===== src/circular_dma_settings.svh =====
// Widths and burst limits shared by all blocks; base and size must stay multiples of a beat.
`ifndef CIRCULAR_DMA_SETTINGS_SVH
`define CIRCULAR_DMA_SETTINGS_SVH

// ##################################################
// Bus widths
// ##################################################

`define CDMA_ADDR_WIDTH 32     // Memory address bits.
`define CDMA_DATA_WIDTH 64     // Stream and memory beat bits.
`define CDMA_BEAT_SHIFT 3      // Log2 of bytes per beat.
`define CDMA_REG_WIDTH 32      // Register data bits.
`define CDMA_OCCUP_WIDTH 16    // Upstream FIFO occupancy bits.

// ##################################################
// Burst and register map limits
// ##################################################

`define CDMA_MAX_BURST 16      // Longest burst in beats.
`define CDMA_REG_ADDR_WIDTH 4  // Register word index bits.
`define CDMA_REG_COUNT 9       // Mapped registers, from word 0 up.

`endif


===== src/circular_dma_pkg.sv =====
// Register map and bus payload types; field widths follow the shared width macros.
`default_nettype none

`include "circular_dma_settings.svh"

package circular_dma_pkg;

	typedef logic [`CDMA_REG_ADDR_WIDTH-1:0] reg_addr_t;

	// ##################################################
	// Register word indices
	// ##################################################

	localparam reg_addr_t REG_CTRL          = 4'd0;
	localparam reg_addr_t REG_STATUS        = 4'd1;  // Read only.
	localparam reg_addr_t REG_IRQ_FLAGS     = 4'd2;  // Write one to clear.
	localparam reg_addr_t REG_IRQ_ENABLE    = 4'd3;
	localparam reg_addr_t REG_MEM_BASE      = 4'd4;
	localparam reg_addr_t REG_MEM_SIZE      = 4'd5;
	localparam reg_addr_t REG_BYTES_WRITTEN = 4'd6;  // Read only.
	localparam reg_addr_t REG_LAST_MSG_END  = 4'd7;  // Read only.
	localparam reg_addr_t REG_TIMEOUT       = 4'd8;

	// Interrupt bit positions.
	localparam int IRQ_MSG_END = 0;
	localparam int IRQ_WRAP    = 1;
	localparam int IRQ_TIMEOUT = 2;

	typedef struct packed {
		logic                       valid;
		logic                       write;
		reg_addr_t                  addr;
		logic [`CDMA_REG_WIDTH-1:0] wdata;
	} reg_req_t;

	typedef struct packed {
		logic                       rvalid;
		logic [`CDMA_REG_WIDTH-1:0] rdata;
	} reg_rsp_t;

	typedef struct packed {
		logic [`CDMA_DATA_WIDTH-1:0] data;
		logic                        last;
	} stream_beat_t;

	typedef struct packed {
		logic [`CDMA_ADDR_WIDTH-1:0] addr;
		logic [7:0]                  len;   // Beats minus one.
	} mem_aw_t;

	typedef struct packed {
		logic [`CDMA_DATA_WIDTH-1:0] data;
		logic                        last;
	} mem_w_t;

	typedef struct packed {
		logic                        enable;
		logic                        flush;
		logic [2:0]                  irq_enable;
		logic [2:0]                  irq_clear;  // One-cycle pulse.
		logic [`CDMA_ADDR_WIDTH-1:0] mem_base;
		logic [`CDMA_REG_WIDTH-1:0]  mem_size;
		logic [`CDMA_REG_WIDTH-1:0]  timeout;
	} dma_cfg_t;

	typedef struct packed {
		logic [2:0]                 irq_set;       // One-cycle event pulses.
		logic [2:0]                 status_flags;  // {resp_err, wrapped, busy}.
		logic                       fifo_empty;
		logic [`CDMA_REG_WIDTH-1:0] bytes_written;
		logic [`CDMA_REG_WIDTH-1:0] last_msg_end;
	} dma_state_t;

endpackage

`default_nettype wire


===== src/circular_dma_regs.sv =====
// Register block; reads return one cycle late, writes to read-only words are dropped.
`timescale 1ns/100ps
`default_nettype none

`include "circular_dma_settings.svh"

module circular_dma_regs (
	input  wire logic                        clk,
	input  wire logic                        rst,
	input  wire circular_dma_pkg::reg_req_t  reg_req,
	output circular_dma_pkg::reg_rsp_t       reg_rsp,
	output circular_dma_pkg::dma_cfg_t       cfg,
	input  wire circular_dma_pkg::dma_state_t state,
	output logic                             soft_rst,
	output logic                             irq
);

	logic                        ctrl_enable;
	logic                        ctrl_flush;
	logic [2:0]                  irq_flags;
	logic [2:0]                  irq_enable;
	logic [2:0]                  irq_clear;
	logic [`CDMA_ADDR_WIDTH-1:0] mem_base;
	logic [`CDMA_REG_WIDTH-1:0]  mem_size;
	logic [`CDMA_REG_WIDTH-1:0]  timeout;
	logic                        rsp_valid;
	logic [`CDMA_REG_WIDTH-1:0]  rsp_data;

	logic                        wr_en;
	logic                        rd_en;
	logic [2:0]                  clear_now;

	// ##################################################
	// Request decode
	// ##################################################

	assign wr_en = reg_req.valid && reg_req.write &&
		(reg_req.addr < `CDMA_REG_ADDR_WIDTH'(`CDMA_REG_COUNT));
	assign rd_en = reg_req.valid && !reg_req.write;

	// Bits written as one to the flag word.
	assign clear_now = (wr_en && reg_req.addr == circular_dma_pkg::REG_IRQ_FLAGS) ?
		reg_req.wdata[2:0] : 3'b000;

	always_ff @(posedge clk) begin
		if (rst) begin
			ctrl_enable <= 1'b0;
			ctrl_flush  <= 1'b0;
			soft_rst    <= 1'b1;  // Stretches engine reset by one cycle.
			irq_enable  <= '0;
			irq_clear   <= '0;
			mem_base    <= '0;
			mem_size    <= '0;
			timeout     <= '0;
		end else begin
			soft_rst  <= 1'b0;
			irq_clear <= clear_now;
			if (wr_en) begin
				unique case (reg_req.addr)
					circular_dma_pkg::REG_CTRL: begin
						ctrl_enable <= reg_req.wdata[0];
						soft_rst    <= reg_req.wdata[1];
						ctrl_flush  <= reg_req.wdata[2];
					end
					circular_dma_pkg::REG_IRQ_ENABLE: irq_enable <= reg_req.wdata[2:0];
					circular_dma_pkg::REG_MEM_BASE:   mem_base   <= reg_req.wdata;
					circular_dma_pkg::REG_MEM_SIZE:   mem_size   <= reg_req.wdata;
					circular_dma_pkg::REG_TIMEOUT:    timeout    <= reg_req.wdata;
					default: ;  // Read-only words.
				endcase
			end
		end
	end

	// Events win over a clear in the same cycle.
	always_ff @(posedge clk) begin
		if (rst)
			irq_flags <= '0;
		else
			irq_flags <= (irq_flags & ~clear_now) | state.irq_set;
	end

	// ##################################################
	// Read path
	// ##################################################

	always_ff @(posedge clk) begin
		if (rst)
			rsp_valid <= 1'b0;
		else
			rsp_valid <= rd_en;
	end

	always_ff @(posedge clk) begin
		if (rd_en) begin
			unique case (reg_req.addr)
				circular_dma_pkg::REG_CTRL:
					rsp_data <= {{(`CDMA_REG_WIDTH-3){1'b0}}, ctrl_flush, soft_rst, ctrl_enable};
				circular_dma_pkg::REG_STATUS:
					rsp_data <= {{(`CDMA_REG_WIDTH-4){1'b0}}, state.fifo_empty,
						state.status_flags};
				circular_dma_pkg::REG_IRQ_FLAGS:
					rsp_data <= {{(`CDMA_REG_WIDTH-3){1'b0}}, irq_flags};
				circular_dma_pkg::REG_IRQ_ENABLE:
					rsp_data <= {{(`CDMA_REG_WIDTH-3){1'b0}}, irq_enable};
				circular_dma_pkg::REG_MEM_BASE:      rsp_data <= mem_base;
				circular_dma_pkg::REG_MEM_SIZE:      rsp_data <= mem_size;
				circular_dma_pkg::REG_BYTES_WRITTEN: rsp_data <= state.bytes_written;
				circular_dma_pkg::REG_LAST_MSG_END:  rsp_data <= state.last_msg_end;
				circular_dma_pkg::REG_TIMEOUT:       rsp_data <= timeout;
				default:                             rsp_data <= '0;  // Unmapped.
			endcase
		end
	end

	assign reg_rsp.rvalid = rsp_valid;
	assign reg_rsp.rdata  = rsp_data;

	// ##################################################
	// Outputs to the engine
	// ##################################################

	always_comb begin
		cfg.enable     = ctrl_enable;
		cfg.flush      = ctrl_flush;
		cfg.irq_enable = irq_enable;
		cfg.irq_clear  = irq_clear;
		cfg.mem_base   = mem_base;
		cfg.mem_size   = mem_size;
		cfg.timeout    = timeout;
	end

	assign irq = |(irq_flags & irq_enable);  // Any enabled sticky flag.

	// A soft reset pulse must not merge with the next one.
	a_soft_rst_pulse: assert property (@(posedge clk) disable iff (rst)
		soft_rst |=> !soft_rst)
		else $error("soft_rst held for two cycles");

endmodule

`default_nettype wire


===== src/circular_dma_fsm.sv =====
// Burst engine; one burst in flight, a timeout of zero disables timeout bursts.
`timescale 1ns/100ps
`default_nettype none

`include "circular_dma_settings.svh"

module circular_dma_fsm (
	input  wire logic                          clk,
	input  wire logic                          rst,
	input  wire circular_dma_pkg::dma_cfg_t    cfg,
	output circular_dma_pkg::dma_state_t       state,
	input  wire logic [`CDMA_OCCUP_WIDTH-1:0]  fifo_occupancy,
	input  wire circular_dma_pkg::stream_beat_t s_beat,
	input  wire logic                          s_valid,
	output logic                               s_ready,
	output circular_dma_pkg::mem_aw_t          m_aw,
	output logic                               m_aw_valid,
	input  wire logic                          m_aw_ready,
	output circular_dma_pkg::mem_w_t           m_w,
	output logic                               m_w_valid,
	input  wire logic                          m_w_ready,
	input  wire logic [1:0]                    m_b_resp,
	input  wire logic                          m_b_valid,
	output logic                               m_b_ready
);

	typedef enum logic [1:0] {
		ST_IDLE,
		ST_ADDR,
		ST_DATA,
		ST_RESP
	} fsm_state_t;

	fsm_state_t                 fsm_st;
	logic [`CDMA_REG_WIDTH-1:0] offset;        // Ring write offset in bytes.
	logic [`CDMA_REG_WIDTH-1:0] last_msg_end;
	logic [`CDMA_REG_WIDTH-1:0] idle_cnt;
	logic [`CDMA_REG_WIDTH-1:0] msg_off;       // Offset past the latest last beat.
	logic [7:0]                 beat_cnt;
	logic                       msg_seen;
	logic                       tmo_burst;
	logic                       resp_err;
	logic                       wrapped;

	logic [`CDMA_REG_WIDTH-1:0] occ_ext;
	logic [`CDMA_REG_WIDTH-1:0] beats_left;
	logic [`CDMA_REG_WIDTH-1:0] burst_beats;
	logic [`CDMA_REG_WIDTH-1:0] end_off;
	logic                       full_burst;
	logic                       timed_out;
	logic                       start;
	logic                       w_fire;
	logic                       b_fire;
	logic                       wrap_now;

	// ##################################################
	// Burst decision
	// ##################################################

	always_comb begin
		occ_ext    = `CDMA_REG_WIDTH'(fifo_occupancy);
		beats_left = (cfg.mem_size - offset) >> `CDMA_BEAT_SHIFT;
		full_burst = occ_ext >= `CDMA_REG_WIDTH'(`CDMA_MAX_BURST);
		timed_out  = (cfg.timeout != '0) && (idle_cnt >= cfg.timeout);
		start      = (fsm_st == ST_IDLE) && cfg.enable && (beats_left != '0) &&
			(full_burst || (occ_ext != '0 && (timed_out || cfg.flush)));

		// Smallest of occupancy, burst limit and room before the ring end.
		burst_beats = `CDMA_REG_WIDTH'(`CDMA_MAX_BURST);
		if (occ_ext < burst_beats)
			burst_beats = occ_ext;
		if (beats_left < burst_beats)
			burst_beats = beats_left;
	end

	assign w_fire   = m_w_valid && m_w_ready;
	assign b_fire   = m_b_valid && m_b_ready;
	assign end_off  = offset + ((`CDMA_REG_WIDTH'(m_aw.len) + 1) << `CDMA_BEAT_SHIFT);
	assign wrap_now = end_off >= cfg.mem_size;

	// ##################################################
	// State machine
	// ##################################################

	always_ff @(posedge clk) begin
		if (rst) begin
			fsm_st       <= ST_IDLE;
			offset       <= '0;
			last_msg_end <= '0;
			idle_cnt     <= '0;
			beat_cnt     <= '0;
			msg_seen     <= 1'b0;
			tmo_burst    <= 1'b0;
			resp_err     <= 1'b0;
		end else begin
			unique case (fsm_st)
				ST_IDLE: begin
					if (start) begin
						fsm_st    <= ST_ADDR;
						beat_cnt  <= '0;
						msg_seen  <= 1'b0;
						tmo_burst <= !full_burst && !cfg.flush && timed_out;
						idle_cnt  <= '0;
					end else if (cfg.enable && occ_ext != '0 && !timed_out) begin
						idle_cnt <= idle_cnt + 1'b1;  // Partial data waiting.
					end else if (occ_ext == '0) begin
						idle_cnt <= '0;
					end
				end
				ST_ADDR: begin
					if (m_aw_ready)
						fsm_st <= ST_DATA;
				end
				ST_DATA: begin
					if (w_fire) begin
						beat_cnt <= beat_cnt + 1'b1;
						if (s_beat.last)
							msg_seen <= 1'b1;
						if (m_w.last)
							fsm_st <= ST_RESP;
					end
				end
				ST_RESP: begin
					if (b_fire) begin
						fsm_st   <= ST_IDLE;
						offset   <= wrap_now ? '0 : end_off;
						resp_err <= resp_err | m_b_resp[1];  // SLVERR or DECERR.
						if (msg_seen)
							last_msg_end <= (msg_off >= cfg.mem_size) ? '0 : msg_off;
					end
				end
				default: fsm_st <= ST_IDLE;
			endcase
		end
	end

	// Burst address, length and message offset.
	always_ff @(posedge clk) begin
		if (start) begin
			m_aw.addr <= cfg.mem_base + offset;
			m_aw.len  <= 8'(burst_beats - 1'b1);
		end
		if (w_fire && s_beat.last)
			msg_off <= offset + ((`CDMA_REG_WIDTH'(beat_cnt) + 1) << `CDMA_BEAT_SHIFT);
	end

	// Ring has wrapped since software last cleared the wrap flag.
	always_ff @(posedge clk) begin
		if (rst)
			wrapped <= 1'b0;
		else if (b_fire && wrap_now)
			wrapped <= 1'b1;
		else if (cfg.irq_clear[circular_dma_pkg::IRQ_WRAP])
			wrapped <= 1'b0;
	end

	// ##################################################
	// Channel outputs
	// ##################################################

	assign m_aw_valid = (fsm_st == ST_ADDR);
	assign m_w_valid  = (fsm_st == ST_DATA) && s_valid;
	assign s_ready    = (fsm_st == ST_DATA) && m_w_ready;  // Only while W accepts.
	assign m_b_ready  = (fsm_st == ST_RESP);
	assign m_w.data   = s_beat.data;
	assign m_w.last   = (beat_cnt == m_aw.len);

	always_comb begin
		state.irq_set = 3'b000;
		state.irq_set[circular_dma_pkg::IRQ_MSG_END] = b_fire && msg_seen;
		state.irq_set[circular_dma_pkg::IRQ_WRAP]    = b_fire && wrap_now;
		state.irq_set[circular_dma_pkg::IRQ_TIMEOUT] = b_fire && tmo_burst;
		state.status_flags  = {resp_err, wrapped, fsm_st != ST_IDLE};
		state.fifo_empty    = (fifo_occupancy == '0);
		state.bytes_written = offset;
		state.last_msg_end  = last_msg_end;
	end

	// ##################################################
	// Protocol checks
	// ##################################################

	a_w_len: assert property (@(posedge clk) disable iff (rst)
		w_fire |-> (beat_cnt <= m_aw.len))
		else $error("W beat beyond announced burst length");

	a_aw_stable: assert property (@(posedge clk) disable iff (rst)
		(m_aw_valid && !m_aw_ready) |=> (m_aw_valid && $stable(m_aw)))
		else $error("AW changed while waiting for ready");

endmodule

`default_nettype wire


===== src/circular_dma.sv =====
// Top of the circular DMA; fifo_rst also resets the burst engine, registers keep their values.
`timescale 1ns/100ps
`default_nettype none

`include "circular_dma_settings.svh"

module circular_dma (
	input  wire logic                           clk,
	input  wire logic                           rst,
	input  wire circular_dma_pkg::reg_req_t     reg_req,
	output circular_dma_pkg::reg_rsp_t          reg_rsp,
	input  wire logic [`CDMA_OCCUP_WIDTH-1:0]   fifo_occupancy,
	output logic                                fifo_rst,
	output logic                                irq,
	input  wire circular_dma_pkg::stream_beat_t s_beat,
	input  wire logic                           s_valid,
	output logic                                s_ready,
	output circular_dma_pkg::mem_aw_t           m_aw,
	output logic                                m_aw_valid,
	input  wire logic                           m_aw_ready,
	output circular_dma_pkg::mem_w_t            m_w,
	output logic                                m_w_valid,
	input  wire logic                           m_w_ready,
	input  wire logic [1:0]                     m_b_resp,
	input  wire logic                           m_b_valid,
	output logic                                m_b_ready
);

	circular_dma_pkg::dma_cfg_t   cfg;
	circular_dma_pkg::dma_state_t dma_state;
	logic                         soft_rst;

	circular_dma_regs u_regs (
		.clk      (clk),
		.rst      (rst),
		.reg_req  (reg_req),
		.reg_rsp  (reg_rsp),
		.cfg      (cfg),
		.state    (dma_state),
		.soft_rst (soft_rst),
		.irq      (irq)
	);

	assign fifo_rst = rst | soft_rst;  // Engine and FIFO reset together.

	circular_dma_fsm u_fsm (
		.clk            (clk),
		.rst            (fifo_rst),
		.cfg            (cfg),
		.state          (dma_state),
		.fifo_occupancy (fifo_occupancy),
		.s_beat         (s_beat),
		.s_valid        (s_valid),
		.s_ready        (s_ready),
		.m_aw           (m_aw),
		.m_aw_valid     (m_aw_valid),
		.m_aw_ready     (m_aw_ready),
		.m_w            (m_w),
		.m_w_valid      (m_w_valid),
		.m_w_ready      (m_w_ready),
		.m_b_resp       (m_b_resp),
		.m_b_valid      (m_b_valid),
		.m_b_ready      (m_b_ready)
	);

endmodule

`default_nettype wire


===== config.mk =====
export PLATFORM = sky130hd
export DESIGN_NAME = circular_dma
export DESIGN_NICKNAME = d
export VERILOG_FILES = /design/src/circular_dma_pkg.sv /design/src/circular_dma_regs.sv /design/src/circular_dma_fsm.sv /design/src/circular_dma.sv
export VERILOG_INCLUDE_DIRS = /design/src /design/src/src
export SDC_FILE = /design/constraint.sdc
export NUM_CORES = 1
export LEC_CHECK = 0
export CORE_MARGIN = 3
export CORE_UTILIZATION = 54
export DETAILED_ROUTE_END_ITERATION = 7
export DONT_BUFFER_PORTS = 1
export GPL_TIMING_DRIVEN = 0
export PLACE_DENSITY = 0.77
export SYNTH_ARGS = -nofsm -noshare
export SYNTH_HDL_FRONTEND = slang
export SYNTH_SLANG_ARGS = --single-unit

===== constraint.sdc =====
create_clock -name clk -period 5.9 [get_ports clk]
set_clock_uncertainty 0.05 [all_clocks]
set_input_delay 0.885 -clock clk [delete_from_list [all_inputs] [get_ports clk]]
set_output_delay 0.885 -clock clk [all_outputs]
set_load 0.02 [all_outputs]

==> flow_results.xml <==
<?xml version="1.0" encoding="UTF-8"?>
<metrics>
  <group name="clocking">
    <metric name="latest_clock_arrival_within_the_worst_skew_pair" unit="ns">0.53</metric>
    <metric name="cts_made_buffers" unit="">35</metric>
    <metric name="clkSinkCount" unit="">313</metric>
    <metric name="tritoncts" unit="">yes</metric>
    <metric name="root_buffer" unit="">clkbuf_16</metric>
    <metric name="clock_path_buffers" unit="">3</metric>
    <metric name="cts.htree.levels" unit="">2</metric>
    <metric name="clk_transition_reported_paths" unit="ns">0.06</metric>
  </group>
  <group name="placed_design">
    <metric name="place.gp.congestion" unit="">0.976</metric>
    <metric name="place_hpwl" unit="um">49300</metric>
    <metric name="portBuffers" unit="">0</metric>
    <metric name="postPlaceCellArea" unit="sq mm">0.0207</metric>
    <metric name="dpl_worst_slack" unit="ns">-1.18</metric>
  </group>
  <group name="final_layout">
    <metric name="n_antenna_cell" unit="">0</metric>
    <metric name="layout.cell_area.non_filler" unit="sq mm">0.0221</metric>
    <metric name="area_growth" unit="%">10.3</metric>
    <metric name="drive_gt1_share" unit="%">7.69</metric>
    <metric name="finish.utilization" unit="%">61.2</metric>
    <metric name="final_layout_net_count" unit="">2721</metric>
  </group>
  <group name="detailed_routing">
    <metric name="drt_pass1_iterations" unit="">6</metric>
    <metric name="route.final.wire_length" unit="um">62600</metric>
    <metric name="drcViolationCount" unit="">0</metric>
    <metric name="detailedRoute.firstIterationViolations" unit="">1812</metric>
    <metric name="post_drt_via_cell_ratio" unit="">6.32</metric>
    <metric name="vias" unit="">18267</metric>
    <metric name="drt-wirelength-per-cell" unit="um">21.7</metric>
    <metric name="postRouteAntennaNets" unit="">0</metric>
  </group>
  <group name="yosys">
    <metric name="ys_ff_latch" unit="">313</metric>
    <metric name="yosys_warnings" unit="">0</metric>
    <metric name="most_used_flip_flop_cell_after_synthesis" unit="">dfxtp_1</metric>
    <metric name="synth_sequential_area_ratio" unit="%">36.4</metric>
    <metric name="synth-async-reset-ratio" unit="%">0</metric>
    <metric name="main_area_contributors_after_synthesis" unit="">dfxtp_1 21%, edfxtp_1 15%, ha_1 12%</metric>
    <metric name="synth_edf_count" unit="">101</metric>
    <metric name="yosysMostFrequentCell" unit="">nand2_1</metric>
    <metric name="synth_area_leader_cell" unit="">dfxtp_1</metric>
    <metric name="synth_top_cell_area_share" unit="%">21.2</metric>
    <metric name="synth_top_cells_by_count" unit="">331 x nand2_1, 246 x a21oi_1, 212 x dfxtp_1</metric>
    <metric name="synthesis.area" unit="sq mm">0.0200</metric>
    <metric name="post_synth_inst_count" unit="">2344</metric>
    <metric name="postSynthAreaPerCell" unit="sq um">8.54</metric>
    <metric name="ys_types" unit="">79</metric>
  </group>
  <group name="die">
    <metric name="die_w" unit="um">199</metric>
    <metric name="placementRows" unit="">69</metric>
    <metric name="placeableCoreArea" unit="sq mm">0.0361</metric>
    <metric name="die_area" unit="sq mm">0.0394</metric>
    <metric name="starting_utilization_of_the_core_area" unit="%">55.5</metric>
    <metric name="floorplan.die.height" unit="um">199</metric>
    <metric name="ioPinCount" unit="">271</metric>
  </group>
  <group name="worst_setup_path">
    <metric name="reg2reg_from" unit="">u_fsm.m_aw[0]</metric>
    <metric name="setup.worst_path.class" unit="">flop to flop</metric>
    <metric name="worst-endpoint-arrival" unit="ns">6.14</metric>
    <metric name="crit_fanout" unit="">7</metric>
    <metric name="worstSetupEndpointType" unit="">flop</metric>
    <metric name="cp-startpoint" unit="">u_fsm.m_aw[0]</metric>
    <metric name="critPathRequiredTime" unit="ns">6.31</metric>
    <metric name="critical_path_start_type" unit="">flop</metric>
  </group>
  <group name="timing">
    <metric name="max_freq" unit="GHz">0.174</metric>
    <metric name="slew_violations" unit="">0</metric>
    <metric name="fin_crit_sh" unit="%">97.2</metric>
    <metric name="timing.final.ws_setup" unit="ns">0.163</metric>
    <metric name="worst_pin_slew" unit="ns">1.30</metric>
    <metric name="finalWorstPathRequiredPeriod" unit="ns">5.74</metric>
    <metric name="relSlewSlack" unit="%">12.2</metric>
    <metric name="setup_viol" unit="">0</metric>
    <metric name="hold_viol_final" unit="">0</metric>
  </group>
  <group name="grt">
    <metric name="gr-total-overflow" unit="">0</metric>
    <metric name="maximum_number_of_pins_on_one_net_before_global_route_repair" unit="">33</metric>
    <metric name="antenna_violations_before_repair" unit="">0</metric>
    <metric name="grt_pass1_vias" unit="">16829</metric>
    <metric name="wire_length_of_the_first_global_routing_pass" unit="um">94100</metric>
    <metric name="groute.usage.overall" unit="%">30.5</metric>
  </group>
  <group name="status">
    <metric name="run_status" unit="">finished, final reports clean</metric>
  </group>
  <group name="power_and_ir_drop">
    <metric name="power.total" unit="W">0.00483</metric>
    <metric name="power_density" unit="mW/mm^2">219</metric>
    <metric name="power.ir.vdd_worst" unit="mV">0.187</metric>
    <metric name="leakage" unit="nW">8.77</metric>
  </group>
  <group name="min_path">
    <metric name="hold_class" unit="">flop to flop</metric>
    <metric name="timing.hold.worst.start" unit="">u_fsm.last_msg_end[12]</metric>
  </group>
  <group name="run">
    <metric name="max_cap_viol_count" unit="">0</metric>
  </group>
</metrics>
## critical path, stage by stage (launching register included)
cell and delay (ns):
edfxtp_1 0.59, ha_4 0.37, inv_1 0.06, fa_2 0.37, nor2b_1 0.11, o21ai_1 0.09
a21boi_1 0.19, o21ai_1 0.12, a21boi_2 0.22, o2111ai_2 0.19, a21boi_2 0.25, and2_4 0.23
nand3_2 0.11, xnor2_2 0.18, ha_1 0.32, a21o_1 0.16, a21o_1 0.17, a21o_1 0.17
a21o_1 0.17, a21o_1 0.17, a21o_1 0.20, a21oi_2 0.17, o211ai_1 0.21, buf_4 0.23
nor2_4 0.11, buf_6 0.15, nor4b_2 0.18, o21bai_1 0.13
## state kept, by name, summed over array words and instances (netlist names)
name / count
u_fsm.m_aw: 40
u_regs.timeout: 32
u_fsm.resp_err: 1
u_fsm.msg_off: 29
u_fsm.wrapped: 1
u_regs.rsp_valid: 1
u_fsm.beat_cnt: 8
u_regs.mem_base: 32
u_fsm.last_msg_end: 30
u_regs.rsp_data: 32
u_regs.irq_flags: 3
u_regs.mem_size: 32
u_regs.ctrl_enable: 1
u_fsm.fsm_st: 2
u_fsm.tmo_burst: 1
u_fsm.msg_seen: 1
u_regs.ctrl_flush: 1
u_regs.irq_clear: 1
u_fsm.idle_cnt: 32
u_regs.irq_enable: 3
u_fsm.offset: 29
u_regs.soft_rst: 1
## cell type report
type / count / area (sq um)
fillers: 3105 / 14000
repair buffers: 15 / 148
inverters: 132 / 495
well taps: 461 / 577
multi-input cells: 1736 / 11500
clock buffers: 48 / 1040
flip-flops and latches: 313 / 7280
clock inverters: 15 / 121
plain buffers: 172 / 927
## cells in the final DEF, fill, tap and decap left out, drive strengths merged, types with 13 or more instances in the layout
cell type / n
clkbuf: 139
nand2b: 24
a21o: 57
nor4: 24
nand3: 71
dfxtp: 212
a211oi: 16
buf: 95
nor2: 104
and3: 32
a22oi: 61
edfxtp: 101
nand2: 331
mux2i: 20
ha: 187
o21a: 20
a21oi: 247
nor2b: 36
o21ai: 110
xor2: 23
a31oi: 13
xnor2: 98
nand4: 36
nor3: 32
and2: 13
inv: 131
or3: 13
a22o: 38
clkinv: 14
## repair_timing
item,in CTS,in global routing
buffers inserted,4,7
hold buffers,0,0
gates resized for setup,14,25
cloned,0,1
pin swaps,3,10
endpoints found under the setup margin,31,34
## stage by stage
step / hold slack (ns) / setup TNS [ns] / instances
2_1_floorplan: 0.379 / 0 / 2354
3_3_place_gp: 0.412 / -25.02 / 2815
3_5_place_dp: 0.414 / -25.87 / 2818
4_1_cts: 0.431 / 0 / 2884
5_1_grt: 0.441 / -0.578 / 2892
6_report: 0.436 / 0 / 2892
## layer usage
| layer | wire, um | GRT usage, % | vias up |
|---|---|---|---|
| li1 | - | - | 8471 |
| met1 | 25400 | 41.3 | 8629 |
| met2 | 28000 | 48.4 | 984 |
| met3 | 6020 | 5.10 | 183 |
| met4 | 3160 | 13.1 | 0 |
| met5 | 0 | 0 | - |
## logic make-up (layout without fill, tap and decap cells)
logic type | after synthesis | count (layout) | synth area share [%]
compound gates | 644 | 644 | 20.5
xor+xnor | 121 | 121 | 5.30
fa+ha+maj | 189 | 189 | 11.9
buf+inv | 305 | 382 | 7.05
flops | 313 | 313 | 36.4
mux | 25 | 25 | 1.34
other cells | 1 | 11 | 0.0187
simple gates | 746 | 746 | 17.5
## where the power goes
part           internal (W)  switching, W  total (W)
clock               0.00132      0.000896    0.00221
combinational      0.000128      0.000240   0.000368
sequential          0.00223     0.0000209    0.00225
total               0.00368       0.00116    0.00483
## final timing paths
kind / endpoint / cells after the start / slack, ns
min reg2reg: u_fsm.last_msg_end[12] / 1 / 0.44
max: u_fsm.offset[30] / 27 / 0.16
max reg2reg: u_fsm.offset[30] / 27 / 0.16
min: u_fsm.last_msg_end[12] / 1 / 0.44
Note: power is estimated with default switching activity, not from simulation.
